[config.mk]
export PLATFORM = sky130hd
export DESIGN_NAME = mcontr_seq_top
export DESIGN_NICKNAME = d
export VERILOG_FILES = /design/src/mcontr_pkg.sv /design/src/cmd_encod_linear_wr.sv /design/src/cmd_encod_linear_rd.sv /design/src/cmd_seq_writer.sv /design/src/mcontr_apb_regs.sv /design/src/mcontr_seq_top.sv
export VERILOG_INCLUDE_DIRS = /design/src
export SDC_FILE = /design/constraint.sdc
export NUM_CORES = 2
export LEC_CHECK = 0
export ABC_AREA = 1
export BUFFER_PORTS_ARGS = -buffer_cell sky130_fd_sc_hd__buf_4
export CAP_MARGIN = 20
export CORE_UTILIZATION = 46
export DETAILED_ROUTE_END_ITERATION = 8
export HOLD_SLACK_MARGIN = 0.15
export PLACE_DENSITY_LB_ADDON = 0.05
export SETUP_SLACK_MARGIN = 0.3
export SYNTH_ARGS = -nofsm -noshare
export SYNTH_HDL_FRONTEND = slang
export SYNTH_SLANG_ARGS = --single-unit
[constraint.sdc]
create_clock -name clk -period 10.8 [get_ports clk]
set_input_delay 1.08 -clock clk [delete_from_list [all_inputs] [get_ports clk]]
set_output_delay 1.08 -clock clk [all_outputs]
set_load 0.02 [all_outputs]
[src/mcontr_cfg.svh]
// size macros for the DDR3 command sequence subsystem
`ifndef MCONTR_CFG_SVH
`define MCONTR_CFG_SVH

`define MCONTR_ADDR_BITS  15 // row / column address width
`define MCONTR_COL_BITS   10 // column bits, 3 LSBs dropped per burst of 8
`define MCONTR_XFER_BITS  6  // burst count, 0 means a full 64
`define MCONTR_PAUSE_BITS 10 // pause length field in a skip word
`define MCONTR_SEQ_DEPTH  64 // sequence memory entries
`define MCONTR_SEQ_AW     6  // sequence memory address width

`endif

[src/mcontr_pkg.sv]
// rcw codes, command and pause word forms, command word union, transfer and encoder structs
`include "mcontr_cfg.svh"

package mcontr_pkg;

    typedef enum logic [2:0] {
        RCW_NOP       = 3'd0,
        RCW_READ      = 3'd2,
        RCW_WRITE     = 3'd3,
        RCW_ACTIVATE  = 3'd4,
        RCW_PRECHARGE = 3'd5
    } rcw_t; // RAS/CAS/WE in positive logic

    typedef struct packed {
        logic [`MCONTR_ADDR_BITS-1:0] addr; // row or column address
        logic [2:0]                   bank;
        rcw_t                         rcw;
        logic                         odt_en;
        logic                         cke;
        logic                         sel;        // which half-cycle carries the command
        logic                         dq_en;
        logic                         dqs_en;
        logic                         dqs_toggle;
        logic                         dci;
        logic                         buf_wr;     // page buffer write strobe
        logic                         buf_rd;     // page buffer read strobe
        logic                         nop;        // append a NOP after this command
        logic                         buf_rst;    // advance to the next buffer page
    } cmd_fields_t;

    // pause form shares bank and control positions with the command form
    typedef struct packed {
        logic [`MCONTR_ADDR_BITS-`MCONTR_PAUSE_BITS-2:0] pad;
        logic [`MCONTR_PAUSE_BITS-1:0]                   skip; // extra cycles to hold
        logic                                            done; // end of sequence
        logic [2:0]                                      bank;
        rcw_t                                            rcw;  // always nop here
        logic                                            odt_en;
        logic                                            cke;
        logic                                            sel;
        logic                                            dq_en;
        logic                                            dqs_en;
        logic                                            dqs_toggle;
        logic                                            dci;
        logic                                            buf_wr;
        logic                                            buf_rd;
        logic                                            spare;
        logic                                            buf_rst;
    } skip_fields_t;

    typedef union packed {
        cmd_fields_t  cmd;
        skip_fields_t skip; // valid when rcw decodes as nop
    } enc_word_u;

    typedef struct packed {
        logic [2:0]                   bank;
        logic [`MCONTR_ADDR_BITS-1:0] row;
        logic [`MCONTR_COL_BITS-4:0]  start_col;      // in bursts of 8 columns
        logic [`MCONTR_XFER_BITS-1:0] num128;         // bursts, 0 is 64
        logic                         skip_next_page; // keep the buffer page
    } xfer_par_t;

    typedef struct packed {
        logic      wr;   // word valid
        logic      done; // pulse after the last word
        enc_word_u word;
    } enc_out_t;

endpackage

[src/cmd_encod_linear_wr.sv]
// ROM sequencer emitting the command words of a linear page write
`include "mcontr_cfg.svh"

module cmd_encod_linear_wr import mcontr_pkg::*; (
    input  logic      clk,
    input  logic      rst,
    input  xfer_par_t par,   // transfer setup
    input  logic      start, // one-cycle start
    output enc_out_t  enc    // encoded word stream
);
    localparam int R_BUF_RD     = 0;  // rom bit positions
    localparam int R_DQS_TOGGLE = 1;
    localparam int R_DQ_DQS_EN  = 2;
    localparam int R_SEL        = 3;
    localparam int R_ODT        = 4;
    localparam int R_CMD        = 5;  // 2 bits
    localparam int R_PAUSE      = 7;  // 2 bits
    localparam int R_PRE_DONE   = 9;
    localparam int R_PGNEXT     = 10;
    localparam int R_NOP        = 11;

    localparam logic [1:0] C_NOP   = 2'd0; // local command codes
    localparam logic [1:0] C_WRITE = 2'd1;
    localparam logic [1:0] C_PRE   = 2'd2;

    localparam logic [3:0] WRITE_ADDR1  = 4'h3;
    localparam logic [3:0] REPEAT_ADDR  = 4'h5; // loop step, one write per pass
    localparam logic [3:0] PRELAST_ADDR = 4'h6; // entry for three bursts
    localparam logic [3:0] LAST_ADDR    = 4'h8; // entry for two bursts
    localparam logic [3:0] NOWR_ADDR    = 4'ha; // entry for a single burst
    localparam logic [3:0] CUT_SINGLE   = 4'h2;
    localparam logic [3:0] CUT_DUAL     = 4'h4;

    logic                         gen_run;
    logic                         start_d;
    logic [3:0]                   gen_addr;
    logic [3:0]                   jump_addr;
    logic [11:0]                  rom_r;
    logic [`MCONTR_XFER_BITS:0]   num128;    // one more bit to hold 64
    logic                         single_write;
    logic                         dual_write;
    logic                         few_write; // 1, 2 or 3 bursts
    logic                         cut_buf_rd;
    logic [`MCONTR_COL_BITS-4:0]  col;
    xfer_par_t                    par_r;
    rcw_t                         rcw;
    enc_word_u                    word;

    wire [1:0] rom_cmd  = rom_r[R_CMD+:2];
    wire       pre_done = rom_r[R_PRE_DONE] && gen_run;
    wire       cut_next = single_write ? (gen_addr == CUT_SINGLE) :
                          (dual_write && (gen_addr == CUT_DUAL));

    always_ff @(posedge clk or posedge rst) begin
        if (rst) begin
            gen_run      <= 1'b0;
            gen_addr     <= '0;
            num128       <= '0;
            single_write <= 1'b0;
            dual_write   <= 1'b0;
            few_write    <= 1'b0;
            jump_addr    <= '0;
        end else begin
            if (start)
                gen_run <= 1'b1;
            else if (pre_done)
                gen_run <= 1'b0;
            if (!start && !gen_run)
                gen_addr <= '0;
            else if ((gen_addr == REPEAT_ADDR - 4'd1) && few_write)
                gen_addr <= jump_addr;      // short tails skip the loop
            else if ((gen_addr != REPEAT_ADDR) || (num128[`MCONTR_XFER_BITS:2] == 0))
                gen_addr <= gen_addr + 4'd1;
            if (start)
                num128 <= {par.num128 == 0, par.num128};
            else if ((gen_addr == WRITE_ADDR1) || (gen_addr == REPEAT_ADDR))
                num128 <= num128 - 1'b1;    // one per write issued
            if (start_d) begin
                single_write <= (num128[`MCONTR_XFER_BITS:1] == 0);
                dual_write   <= (num128 == 2);
                few_write    <= (num128[`MCONTR_XFER_BITS:2] == 0);
            end
            jump_addr <= single_write ? NOWR_ADDR : (dual_write ? LAST_ADDR : PRELAST_ADDR);
        end
    end

    always_ff @(posedge clk) begin
        start_d    <= start;
        cut_buf_rd <= rom_r[R_BUF_RD] && (cut_buf_rd || cut_next); // stop fetching
        if (start)
            par_r <= par;
        if (start)
            col <= par.start_col;
        else if (rom_cmd == C_WRITE)
            col <= col + 1'b1;              // next burst
    end

    // rom bits nop pgnext pre_done pause cmd odt sel dq_dqs dqs_toggle buf_rd
    always_ff @(posedge clk or posedge rst) begin
        if (rst) begin
            rom_r <= '0;
        end else begin
            case (gen_addr)
                4'h0: rom_r <= 12'b0_0_0_00_11_0_0_0_0_1; // activate, start prefetch
                4'h1: rom_r <= 12'b0_0_0_00_00_0_0_0_0_1;
                4'h2: rom_r <= 12'b0_0_0_00_00_0_0_0_0_1;
                4'h3: rom_r <= 12'b0_0_0_00_01_1_1_0_0_1; // first write
                4'h4: rom_r <= 12'b0_0_0_00_00_1_0_1_0_1;
                4'h5: rom_r <= 12'b1_0_0_00_01_1_1_1_1_1; // loop write
                4'h6: rom_r <= 12'b0_0_0_00_01_1_1_1_1_1;
                4'h7: rom_r <= 12'b0_0_0_00_00_1_1_1_1_0;
                4'h8: rom_r <= 12'b0_0_0_00_01_1_1_1_1_0; // last write
                4'h9: rom_r <= 12'b0_0_0_00_00_1_0_1_1_0; // dqs tail
                4'ha: rom_r <= 12'b0_0_0_10_00_1_0_1_1_0;
                4'hb: rom_r <= 12'b0_0_0_10_00_0_0_0_0_0;
                4'hc: rom_r <= 12'b0_1_0_00_10_0_0_0_0_0; // precharge
                4'hd: rom_r <= 12'b0_0_0_10_00_0_0_0_0_0;
                4'he: rom_r <= 12'b0_0_1_00_00_0_0_0_0_0; // done
                default: rom_r <= '0;
            endcase
        end
    end

    always_comb begin
        case (rom_cmd)
            C_WRITE: rcw = RCW_WRITE;
            C_PRE:   rcw = RCW_PRECHARGE;
            C_NOP:   rcw = RCW_NOP;
            default: rcw = RCW_ACTIVATE;
        endcase
    end

    always_comb begin
        word                = '0;
        word.cmd.bank       = par_r.bank;           // same spot in both forms
        word.cmd.odt_en     = rom_r[R_ODT];
        word.cmd.sel        = rom_r[R_SEL];
        word.cmd.dq_en      = rom_r[R_DQ_DQS_EN];
        word.cmd.dqs_en     = rom_r[R_DQ_DQS_EN];
        word.cmd.dqs_toggle = rom_r[R_DQS_TOGGLE];
        word.cmd.buf_rd     = rom_r[R_BUF_RD] && !cut_buf_rd;
        word.cmd.buf_rst    = rom_r[R_PGNEXT] && !par_r.skip_next_page;
        if (rom_cmd == C_NOP) begin
            word.skip.skip = `MCONTR_PAUSE_BITS'(rom_r[R_PAUSE+:2]);
            word.skip.done = pre_done;
        end else begin
            word.cmd.rcw  = rcw;
            word.cmd.nop  = rom_r[R_NOP];
            word.cmd.addr = (rom_cmd == C_WRITE) ?
                {{(`MCONTR_ADDR_BITS-`MCONTR_COL_BITS){1'b0}}, col, 3'b000} : par_r.row;
        end
    end

    always_ff @(posedge clk or posedge rst) begin
        if (rst) begin
            enc <= '0;
        end else begin
            enc.wr   <= gen_run;
            enc.done <= enc.wr && !gen_run;         // one cycle after the last word
            if (gen_run)
                enc.word <= word;
        end
    end

endmodule

[src/cmd_encod_linear_rd.sv]
// ROM sequencer emitting the command words of a linear page read
`include "mcontr_cfg.svh"

module cmd_encod_linear_rd import mcontr_pkg::*; (
    input  logic      clk,
    input  logic      rst,
    input  xfer_par_t par,   // transfer setup
    input  logic      start, // one-cycle start
    output enc_out_t  enc    // encoded word stream
);
    localparam int R_BUF_WR   = 0; // rom bit positions
    localparam int R_SEL      = 1;
    localparam int R_CMD      = 2; // 2 bits
    localparam int R_PAUSE    = 4; // 2 bits
    localparam int R_PRE_DONE = 6;
    localparam int R_PGNEXT   = 7;

    localparam logic [1:0] C_NOP  = 2'd0;
    localparam logic [1:0] C_READ = 2'd1;
    localparam logic [1:0] C_PRE  = 2'd2;

    localparam logic [2:0] LOOP_ADDR = 3'd2; // one read per pass

    logic                        gen_run;
    logic [2:0]                  gen_addr;
    logic [7:0]                  rom_r;
    logic [`MCONTR_XFER_BITS:0]  num128;
    logic [`MCONTR_COL_BITS-4:0] col;
    xfer_par_t                   par_r;
    rcw_t                        rcw;
    enc_word_u                   word;

    wire [1:0] rom_cmd  = rom_r[R_CMD+:2];
    wire       pre_done = rom_r[R_PRE_DONE] && gen_run;

    always_ff @(posedge clk or posedge rst) begin
        if (rst) begin
            gen_run  <= 1'b0;
            gen_addr <= '0;
            num128   <= '0;
        end else begin
            if (start)
                gen_run <= 1'b1;
            else if (pre_done)
                gen_run <= 1'b0;
            if (!start && !gen_run)
                gen_addr <= '0;
            else if ((gen_addr != LOOP_ADDR) || (num128 == 1))
                gen_addr <= gen_addr + 3'd1; // leave loop on the last burst
            if (start)
                num128 <= {par.num128 == 0, par.num128};
            else if (gen_addr == LOOP_ADDR)
                num128 <= num128 - 1'b1;
        end
    end

    always_ff @(posedge clk) begin
        if (start)
            par_r <= par;
        if (start)
            col <= par.start_col;
        else if (rom_cmd == C_READ)
            col <= col + 1'b1;
    end

    // rom bits pgnext pre_done pause cmd sel buf_wr
    always_ff @(posedge clk or posedge rst) begin
        if (rst) begin
            rom_r <= '0;
        end else begin
            case (gen_addr)
                3'd0: rom_r <= 8'b0_0_00_11_0_0; // activate
                3'd1: rom_r <= 8'b0_0_10_00_0_0; // tRCD pause
                3'd2: rom_r <= 8'b0_0_00_01_1_1; // read into the buffer
                3'd3: rom_r <= 8'b0_0_11_00_0_0; // drain read latency
                3'd4: rom_r <= 8'b1_0_00_10_0_0; // precharge
                3'd5: rom_r <= 8'b0_1_00_00_0_0; // done
                default: rom_r <= '0;
            endcase
        end
    end

    always_comb begin
        case (rom_cmd)
            C_READ:  rcw = RCW_READ;
            C_PRE:   rcw = RCW_PRECHARGE;
            C_NOP:   rcw = RCW_NOP;
            default: rcw = RCW_ACTIVATE;
        endcase
    end

    always_comb begin
        word             = '0;
        word.cmd.bank    = par_r.bank;
        word.cmd.sel     = rom_r[R_SEL];
        word.cmd.buf_wr  = rom_r[R_BUF_WR];   // dq and dqs stay tristate
        word.cmd.buf_rst = rom_r[R_PGNEXT] && !par_r.skip_next_page;
        if (rom_cmd == C_NOP) begin
            word.skip.skip = `MCONTR_PAUSE_BITS'(rom_r[R_PAUSE+:2]);
            word.skip.done = pre_done;
        end else begin
            word.cmd.rcw  = rcw;
            word.cmd.addr = (rom_cmd == C_READ) ?
                {{(`MCONTR_ADDR_BITS-`MCONTR_COL_BITS){1'b0}}, col, 3'b000} : par_r.row;
        end
    end

    always_ff @(posedge clk or posedge rst) begin
        if (rst) begin
            enc <= '0;
        end else begin
            enc.wr   <= gen_run;
            enc.done <= enc.wr && !gen_run;
            if (gen_run)
                enc.word <= word;
        end
    end

endmodule

[src/cmd_seq_writer.sv]
// sequence memory writer merging both encoder streams, with length and completion status
`include "mcontr_cfg.svh"

module cmd_seq_writer import mcontr_pkg::*; (
    input  logic                      clk,
    input  logic                      rst,
    input  logic                      start,     // either start pulse
    input  enc_out_t                  wr_enc,
    input  enc_out_t                  rd_enc,
    input  logic [`MCONTR_SEQ_AW-1:0] seq_raddr,
    output enc_word_u                 seq_rdata,
    output logic                      busy,
    output logic                      done,      // sticky until next start
    output logic [`MCONTR_SEQ_AW:0]   seq_len
);
    enc_word_u               mem [`MCONTR_SEQ_DEPTH];
    logic [`MCONTR_SEQ_AW:0] wptr;   // top bit marks a full memory

    wire       any_wr   = wr_enc.wr || rd_enc.wr;   // one encoder at a time
    wire       any_done = wr_enc.done || rd_enc.done;
    wire       store    = any_wr && !wptr[`MCONTR_SEQ_AW]; // drop words past the end
    enc_word_u in_word;

    assign in_word   = wr_enc.wr ? wr_enc.word : rd_enc.word;
    assign seq_rdata = mem[seq_raddr];
    assign seq_len   = wptr;

    always_ff @(posedge clk) begin
        if (store)
            mem[wptr[`MCONTR_SEQ_AW-1:0]] <= in_word;
    end

    always_ff @(posedge clk or posedge rst) begin
        if (rst) begin
            wptr <= '0;
            busy <= 1'b0;
            done <= 1'b0;
        end else begin
            if (start)
                wptr <= '0;
            else if (store)
                wptr <= wptr + 1'b1;
            if (start)
                busy <= 1'b1;
            else if (any_done)
                busy <= 1'b0;
            if (start)
                done <= 1'b0;
            else if (any_done)
                done <= 1'b1;
        end
    end

endmodule

[src/mcontr_apb_regs.sv]
// APB slave with transfer registers, start pulses, status and sequence memory readback
`include "mcontr_cfg.svh"

module mcontr_apb_regs import mcontr_pkg::*; (
    input  logic                      clk,
    input  logic                      rst,
    input  logic [11:0]               paddr,
    input  logic                      psel,
    input  logic                      penable,
    input  logic                      pwrite,
    input  logic [31:0]               pwdata,
    input  logic                      busy,
    input  logic                      done,
    input  logic [`MCONTR_SEQ_AW:0]   seq_len,
    input  enc_word_u                 seq_rdata,
    output logic [31:0]               prdata,
    output logic                      pready,
    output logic                      pslverr,
    output xfer_par_t                 par,
    output logic                      start_wr,
    output logic                      start_rd,
    output logic [`MCONTR_SEQ_AW-1:0] seq_raddr
);
    localparam logic [11:0] A_CTRL    = 12'h000;
    localparam logic [11:0] A_BANKROW = 12'h004;
    localparam logic [11:0] A_XFER    = 12'h008;
    localparam logic [11:0] A_STATUS  = 12'h00C;

    logic bad_addr;

    wire acc     = psel && penable;          // access phase
    wire is_seq  = (paddr[11:8] == 4'h1);    // 0x100 to 0x1FC
    wire is_ctrl = acc && pwrite && (paddr == A_CTRL);
    wire busy_any = busy || start_wr || start_rd; // pulse in flight counts too
    wire refuse  = is_ctrl && (pwdata[1:0] != 2'b00) && (busy_any || (&pwdata[1:0]));

    assign pready    = 1'b1;
    assign pslverr   = acc && (bad_addr || refuse);
    assign seq_raddr = paddr[`MCONTR_SEQ_AW+1:2];

    always_comb begin
        if (pwrite)
            bad_addr = !((paddr == A_CTRL) || (paddr == A_BANKROW) || (paddr == A_XFER));
        else
            bad_addr = !((paddr == A_BANKROW) || (paddr == A_XFER) ||
                         (paddr == A_STATUS) || is_seq);
    end

    always_ff @(posedge clk or posedge rst) begin
        if (rst) begin
            start_wr <= 1'b0;
            start_rd <= 1'b0;
            par      <= '0;
        end else begin
            start_wr <= is_ctrl && !refuse && pwdata[0];
            start_rd <= is_ctrl && !refuse && pwdata[1];
            if (acc && pwrite && (paddr == A_BANKROW)) begin
                par.row  <= pwdata[`MCONTR_ADDR_BITS-1:0];
                par.bank <= pwdata[18:16];
            end
            if (acc && pwrite && (paddr == A_XFER)) begin
                par.start_col      <= pwdata[`MCONTR_COL_BITS-4:0];
                par.num128         <= pwdata[8+:`MCONTR_XFER_BITS];
                par.skip_next_page <= pwdata[16];
            end
        end
    end

    always_comb begin
        prdata = '0;
        if (is_seq) begin
            prdata = seq_rdata;
        end else begin
            case (paddr)
                A_BANKROW: begin
                    prdata[`MCONTR_ADDR_BITS-1:0] = par.row;
                    prdata[18:16]                 = par.bank;
                end
                A_XFER: begin
                    prdata[`MCONTR_COL_BITS-4:0]  = par.start_col;
                    prdata[8+:`MCONTR_XFER_BITS]  = par.num128;
                    prdata[16]                    = par.skip_next_page;
                end
                A_STATUS: begin
                    prdata[0]                     = busy;
                    prdata[1]                     = done;
                    prdata[8+:`MCONTR_SEQ_AW+1]   = seq_len;
                end
                default: prdata = '0;
            endcase
        end
    end

endmodule

[src/mcontr_seq_top.sv]
// top level joining the APB registers, both encoders and the sequence writer
`include "mcontr_cfg.svh"

module mcontr_seq_top import mcontr_pkg::*; (
    input  logic        clk,
    input  logic        rst,
    input  logic [11:0] paddr,
    input  logic        psel,
    input  logic        penable,
    input  logic        pwrite,
    input  logic [31:0] pwdata,
    output logic [31:0] prdata,
    output logic        pready,
    output logic        pslverr
);
    xfer_par_t                 par;
    logic                      start_wr;
    logic                      start_rd;
    enc_out_t                  wr_enc;
    enc_out_t                  rd_enc;
    logic                      busy;
    logic                      done;
    logic [`MCONTR_SEQ_AW:0]   seq_len;
    logic [`MCONTR_SEQ_AW-1:0] seq_raddr;
    enc_word_u                 seq_rdata;

    mcontr_apb_regs u_regs (
        .clk       (clk),
        .rst       (rst),
        .paddr     (paddr),
        .psel      (psel),
        .penable   (penable),
        .pwrite    (pwrite),
        .pwdata    (pwdata),
        .busy      (busy),
        .done      (done),
        .seq_len   (seq_len),
        .seq_rdata (seq_rdata),
        .prdata    (prdata),
        .pready    (pready),
        .pslverr   (pslverr),
        .par       (par),
        .start_wr  (start_wr),
        .start_rd  (start_rd),
        .seq_raddr (seq_raddr)
    );

    cmd_encod_linear_wr u_enc_wr (
        .clk   (clk),
        .rst   (rst),
        .par   (par),
        .start (start_wr),
        .enc   (wr_enc)
    );

    cmd_encod_linear_rd u_enc_rd (
        .clk   (clk),
        .rst   (rst),
        .par   (par),
        .start (start_rd),
        .enc   (rd_enc)
    );

    cmd_seq_writer u_seq_writer (
        .clk       (clk),
        .rst       (rst),
        .start     (start_wr | start_rd), // restart the write pointer
        .wr_enc    (wr_enc),
        .rd_enc    (rd_enc),
        .seq_raddr (seq_raddr),
        .seq_rdata (seq_rdata),
        .busy      (busy),
        .done      (done),
        .seq_len   (seq_len)
    );

endmodule

==> results.yml <==
floorplanning:
  die_height_um: 428
  rows: 156
  io_pins: 83
  coreArea_sq_mm: 0.181
  die_w_um: 428
  dieArea_sq_mm: 0.183
  start_util_pct: 46.3
synthesis:
  ys_ff_latch: 2055
  ys_async_sr_fraction_pct: 7.06
  synth_edf_count: 1908
  ys_types: 46
  synthTopCellsByArea: "edfxtp_1, nand2_1, dfrtp_1"
  synth_top_family_by_area: "simple AND/OR/NAND/NOR gates"
  syn_avg_cell_area_sq_um: 11.1
  synthesis.area_sq_mm: 0.0836
  synth_compound_gate_area_share_pct: 2.32
  synth.top_cells.by_count: "nand2_1, edfxtp_1, nor2_1, nand3_1, inv_1"
  synthAdderAreaFrac_pct: 0.344
  synth_top_cell_by_area: "edfxtp_1"
  synthMuxAreaShare_pct: 0.0823
  ys_warn_count: 0
  synthFlopType: "edfxtp_1"
  synthCells: 7507
  syn_nets: 7579
  synth_xor_xnor_area_share_pct: 0.105
  synthMostInstantiatedCell: "nand2_1"
  ys_seq_area_share_pct: 72.9
  synth_top_area_share_pct: 68.5
  synth-simple-area-share_pct: 20.7
critical_path:
  startpoint_type: "primary input"
  crit_path_start: "paddr[2]"
  crit_path_frequent_cell: "nand2_1"
  cpLargestDelayFamily: "buffers and inverters"
  cp-end-kind: "primary output"
  cp_max_fo: 79
  crit_buf_inv: 6
  criticalPathCategory: "in2out"
  path_cells: "buf_8 > buf_4 > buf_4 > buf_4 > nand2_1 > nand2_1 > nand2_1 > nand4_1 > nand3_1 > nand2_1 > nand2_1 > nand2_1 > inv_1 > a21oi_1 > buf_4"
  r2r_start: "u_enc_wr.enc[33]"
  cp.required_ns: 9.72
  critPathMaxStageDelay_ns: 0.81
  arrival_ns: 5.69
  cpMaxStageDelayCell: "buf_4"
clocking:
  cts_tree: "yes"
  root_buffer: "clkbuf_16"
  clkTransAtPathRegs_ns: 0.06
  post_cts_buffers: 0
  cts-hold-fix-buffers: 0
  cts_buffer_depth: 3
  clkLatencyLatePin_ns: 0.85
  htreeDepth: 4
  cts_buffers: 213
  clock-sinks: 2055
  cts_resized: 0
drt:
  wirelength_um: 255000
  drc: 0
  antenna_left: 0
  drt_pre_antenna_iters: 5
  vias: 54600
  wl_per_cell_um: 25.1
  vias_per_cell: 5.39
  drtIter0Drc: 5072
pwr:
  switching_share_pct: 22.1
  share_comb_of_total_power_pct: 4.8
  p_switching_w: 0.00366
  pwr-share-clk_pct: 43.3
  power.share.sequential_pct: 51.9
  vdd_drop_max_v: 0.000139
  power_density_mw_per_mm2: 175
  p_leak_nw: 35.9
  p_int_w: 0.0129
placed_design:
  port_buffers: 67
  dpl.hpwl_um: 134000
  gp_congestion: 0.829
global_route:
  gr-total-overflow: 0
  grt_pass1_vias: 52500
  antenna_found_initial: 11
  grt_pass1_wl_um: 367000
  track_usage_pct: 27.7
  grt_max_degree: 168
sta:
  skew_ns: 0.0235
  min_period_ns: 6.77
  clock.fmax_mhz: 148
  fin_crit_sh_pct: 62.7
  slew_headroom_pct: 26.2
  hold_viol: 0
  tightest_slew_ns: 1.10
  tns_ns: 0
  setup_violations: 0
  final-max-slew-violation-count: 0
  rsz0062_at_grt: "no"
outcome:
  outcome: "finished clean"
layout:
  drive_gt1_share_pct: 8.19
  multi_input_area_sq_mm: 0.0205
  layout.filler_cells: 15800
  regArea_sq_mm: 0.0610
  fin_nets: 7661
  area_growth_pct: 12.8
  final_core_util_pct: 52.2
min_path:
  hp-class: "in2async"
run:
  maxCapViolations: 0
## power groups by stage
| stage | clock network, W | logic [W] | registers [W] |
|---|---|---|---|
| detailed placement | 0 | 0.000797 | 0.00876 |
| finish | 0.00716 | 0.000791 | 0.00859 |
| floorplan | 0 | 0.000474 | 0.00876 |
| CTS | 0.00727 | 0.000799 | 0.00859 |
| global route | 0.00757 | 0.000867 | 0.00859 |
| global placement | 0 | 0.000793 | 0.00876 |
## cells by family after synthesis
logic type / count (synthesis)
mux: 6
fa+ha+maj: 23
buf+inv: 677
simple gates: 4380
other cells: 1
compound gates: 355
flops: 2055
xor+xnor: 10
## area by class of cell
cell class	count	share of cell area (%)
Multi-Input combinational cell	4775	21.7
Inverter	309	1.26
Timing Repair Buffer	235	2.12
Tap cell	2370	3.14
Clock buffer	271	5.97
Sequential cell	2055	64.6
Antenna cell	1	0.00265
Clock inverter	118	1.13
## placed cells by master (no fill, tap or decap), drive strengths merged, types with 18 or more instances in the layout
| cell | n |
|---|---|
| bufinv | 19 |
| clkinv | 91 |
| nand3 | 337 |
| nor3 | 18 |
| o21ai | 132 |
| dfrtp | 145 |
| nand2 | 3450 |
| inv | 316 |
| nand4 | 165 |
| clkbuf | 273 |
| buf | 233 |
| nor2 | 405 |
| edfxtp | 1908 |
| a21oi | 163 |
| ha | 23 |
## state kept, by name, summed over array words and instances, names as in the netlist, 3 cells and up
name                  count
u_enc_rd.rom_r            7
u_enc_rd.col              7
u_seq_writer.seq_len      7
u_enc_wr.rom_r           11
u_enc_rd.par_r           19
u_enc_wr.jump_addr        3
u_enc_wr.par_r           19
u_seq_writer.mem       1856
u_enc_wr.enc             30
u_enc_rd.enc             25
u_enc_rd.gen_addr         3
u_enc_wr.num128           7
u_enc_rd.num128           7
u_enc_wr.col              7
u_regs.par               32
u_enc_wr.gen_addr         4
## through the flow
stage	setup slack, ns	instances	instance area, sq um	hold slack [ns]	total power (W)
after floorplan	5.83	7507	83600	0.352	0.00924
after global placement	4.06	9735	87400	0.414	0.00955
after detailed placement	4.08	9737	87500	0.425	0.00956
after CTS	4.08	10100	94200	0.416	0.0167
after global routing	3.80	10100	94300	0.435	0.0170
final	4.03	10100	94300	0.409	0.0165
## path summary, 6_finish.rpt
check	to	cells past startpoint	slack, ns
max reg2reg	u_seq_writer.mem[63][22]	7	7.22
min in group clk	u_enc_rd.enc[0]	1	0.44
max	prdata[22]	15	4.03
max in group asynchronous	u_enc_wr.enc[33]	3	8.99
min reg2reg	u_enc_rd.enc[0]	1	0.44
min	u_enc_wr.jump_addr[3]	2	0.41
## worst reg2reg max path: stages (launching register included)
cell and delay (ns):
dfrtp_4 0.71, o21ai_2 0.18, nor2_1 0.29, nand3_1 0.79, nor2_1 0.37, inv_1 0.16, nor3_2 0.12, buf_4 0.56
## metal layers
| metal | global-route usage (%) | wire length, um | up-vias |
|---|---|---|---|
| li1 | - | - | 25400 |
| met1 | 37.3 | 107000 | 27200 |
| met2 | 45.8 | 122000 | 1664 |
| met3 | 3.78 | 15200 | 378 |
| met4 | 10.7 | 10100 | 0 |
| met5 | 0 | 0 | - |
(Power assumes the default switching activity.)
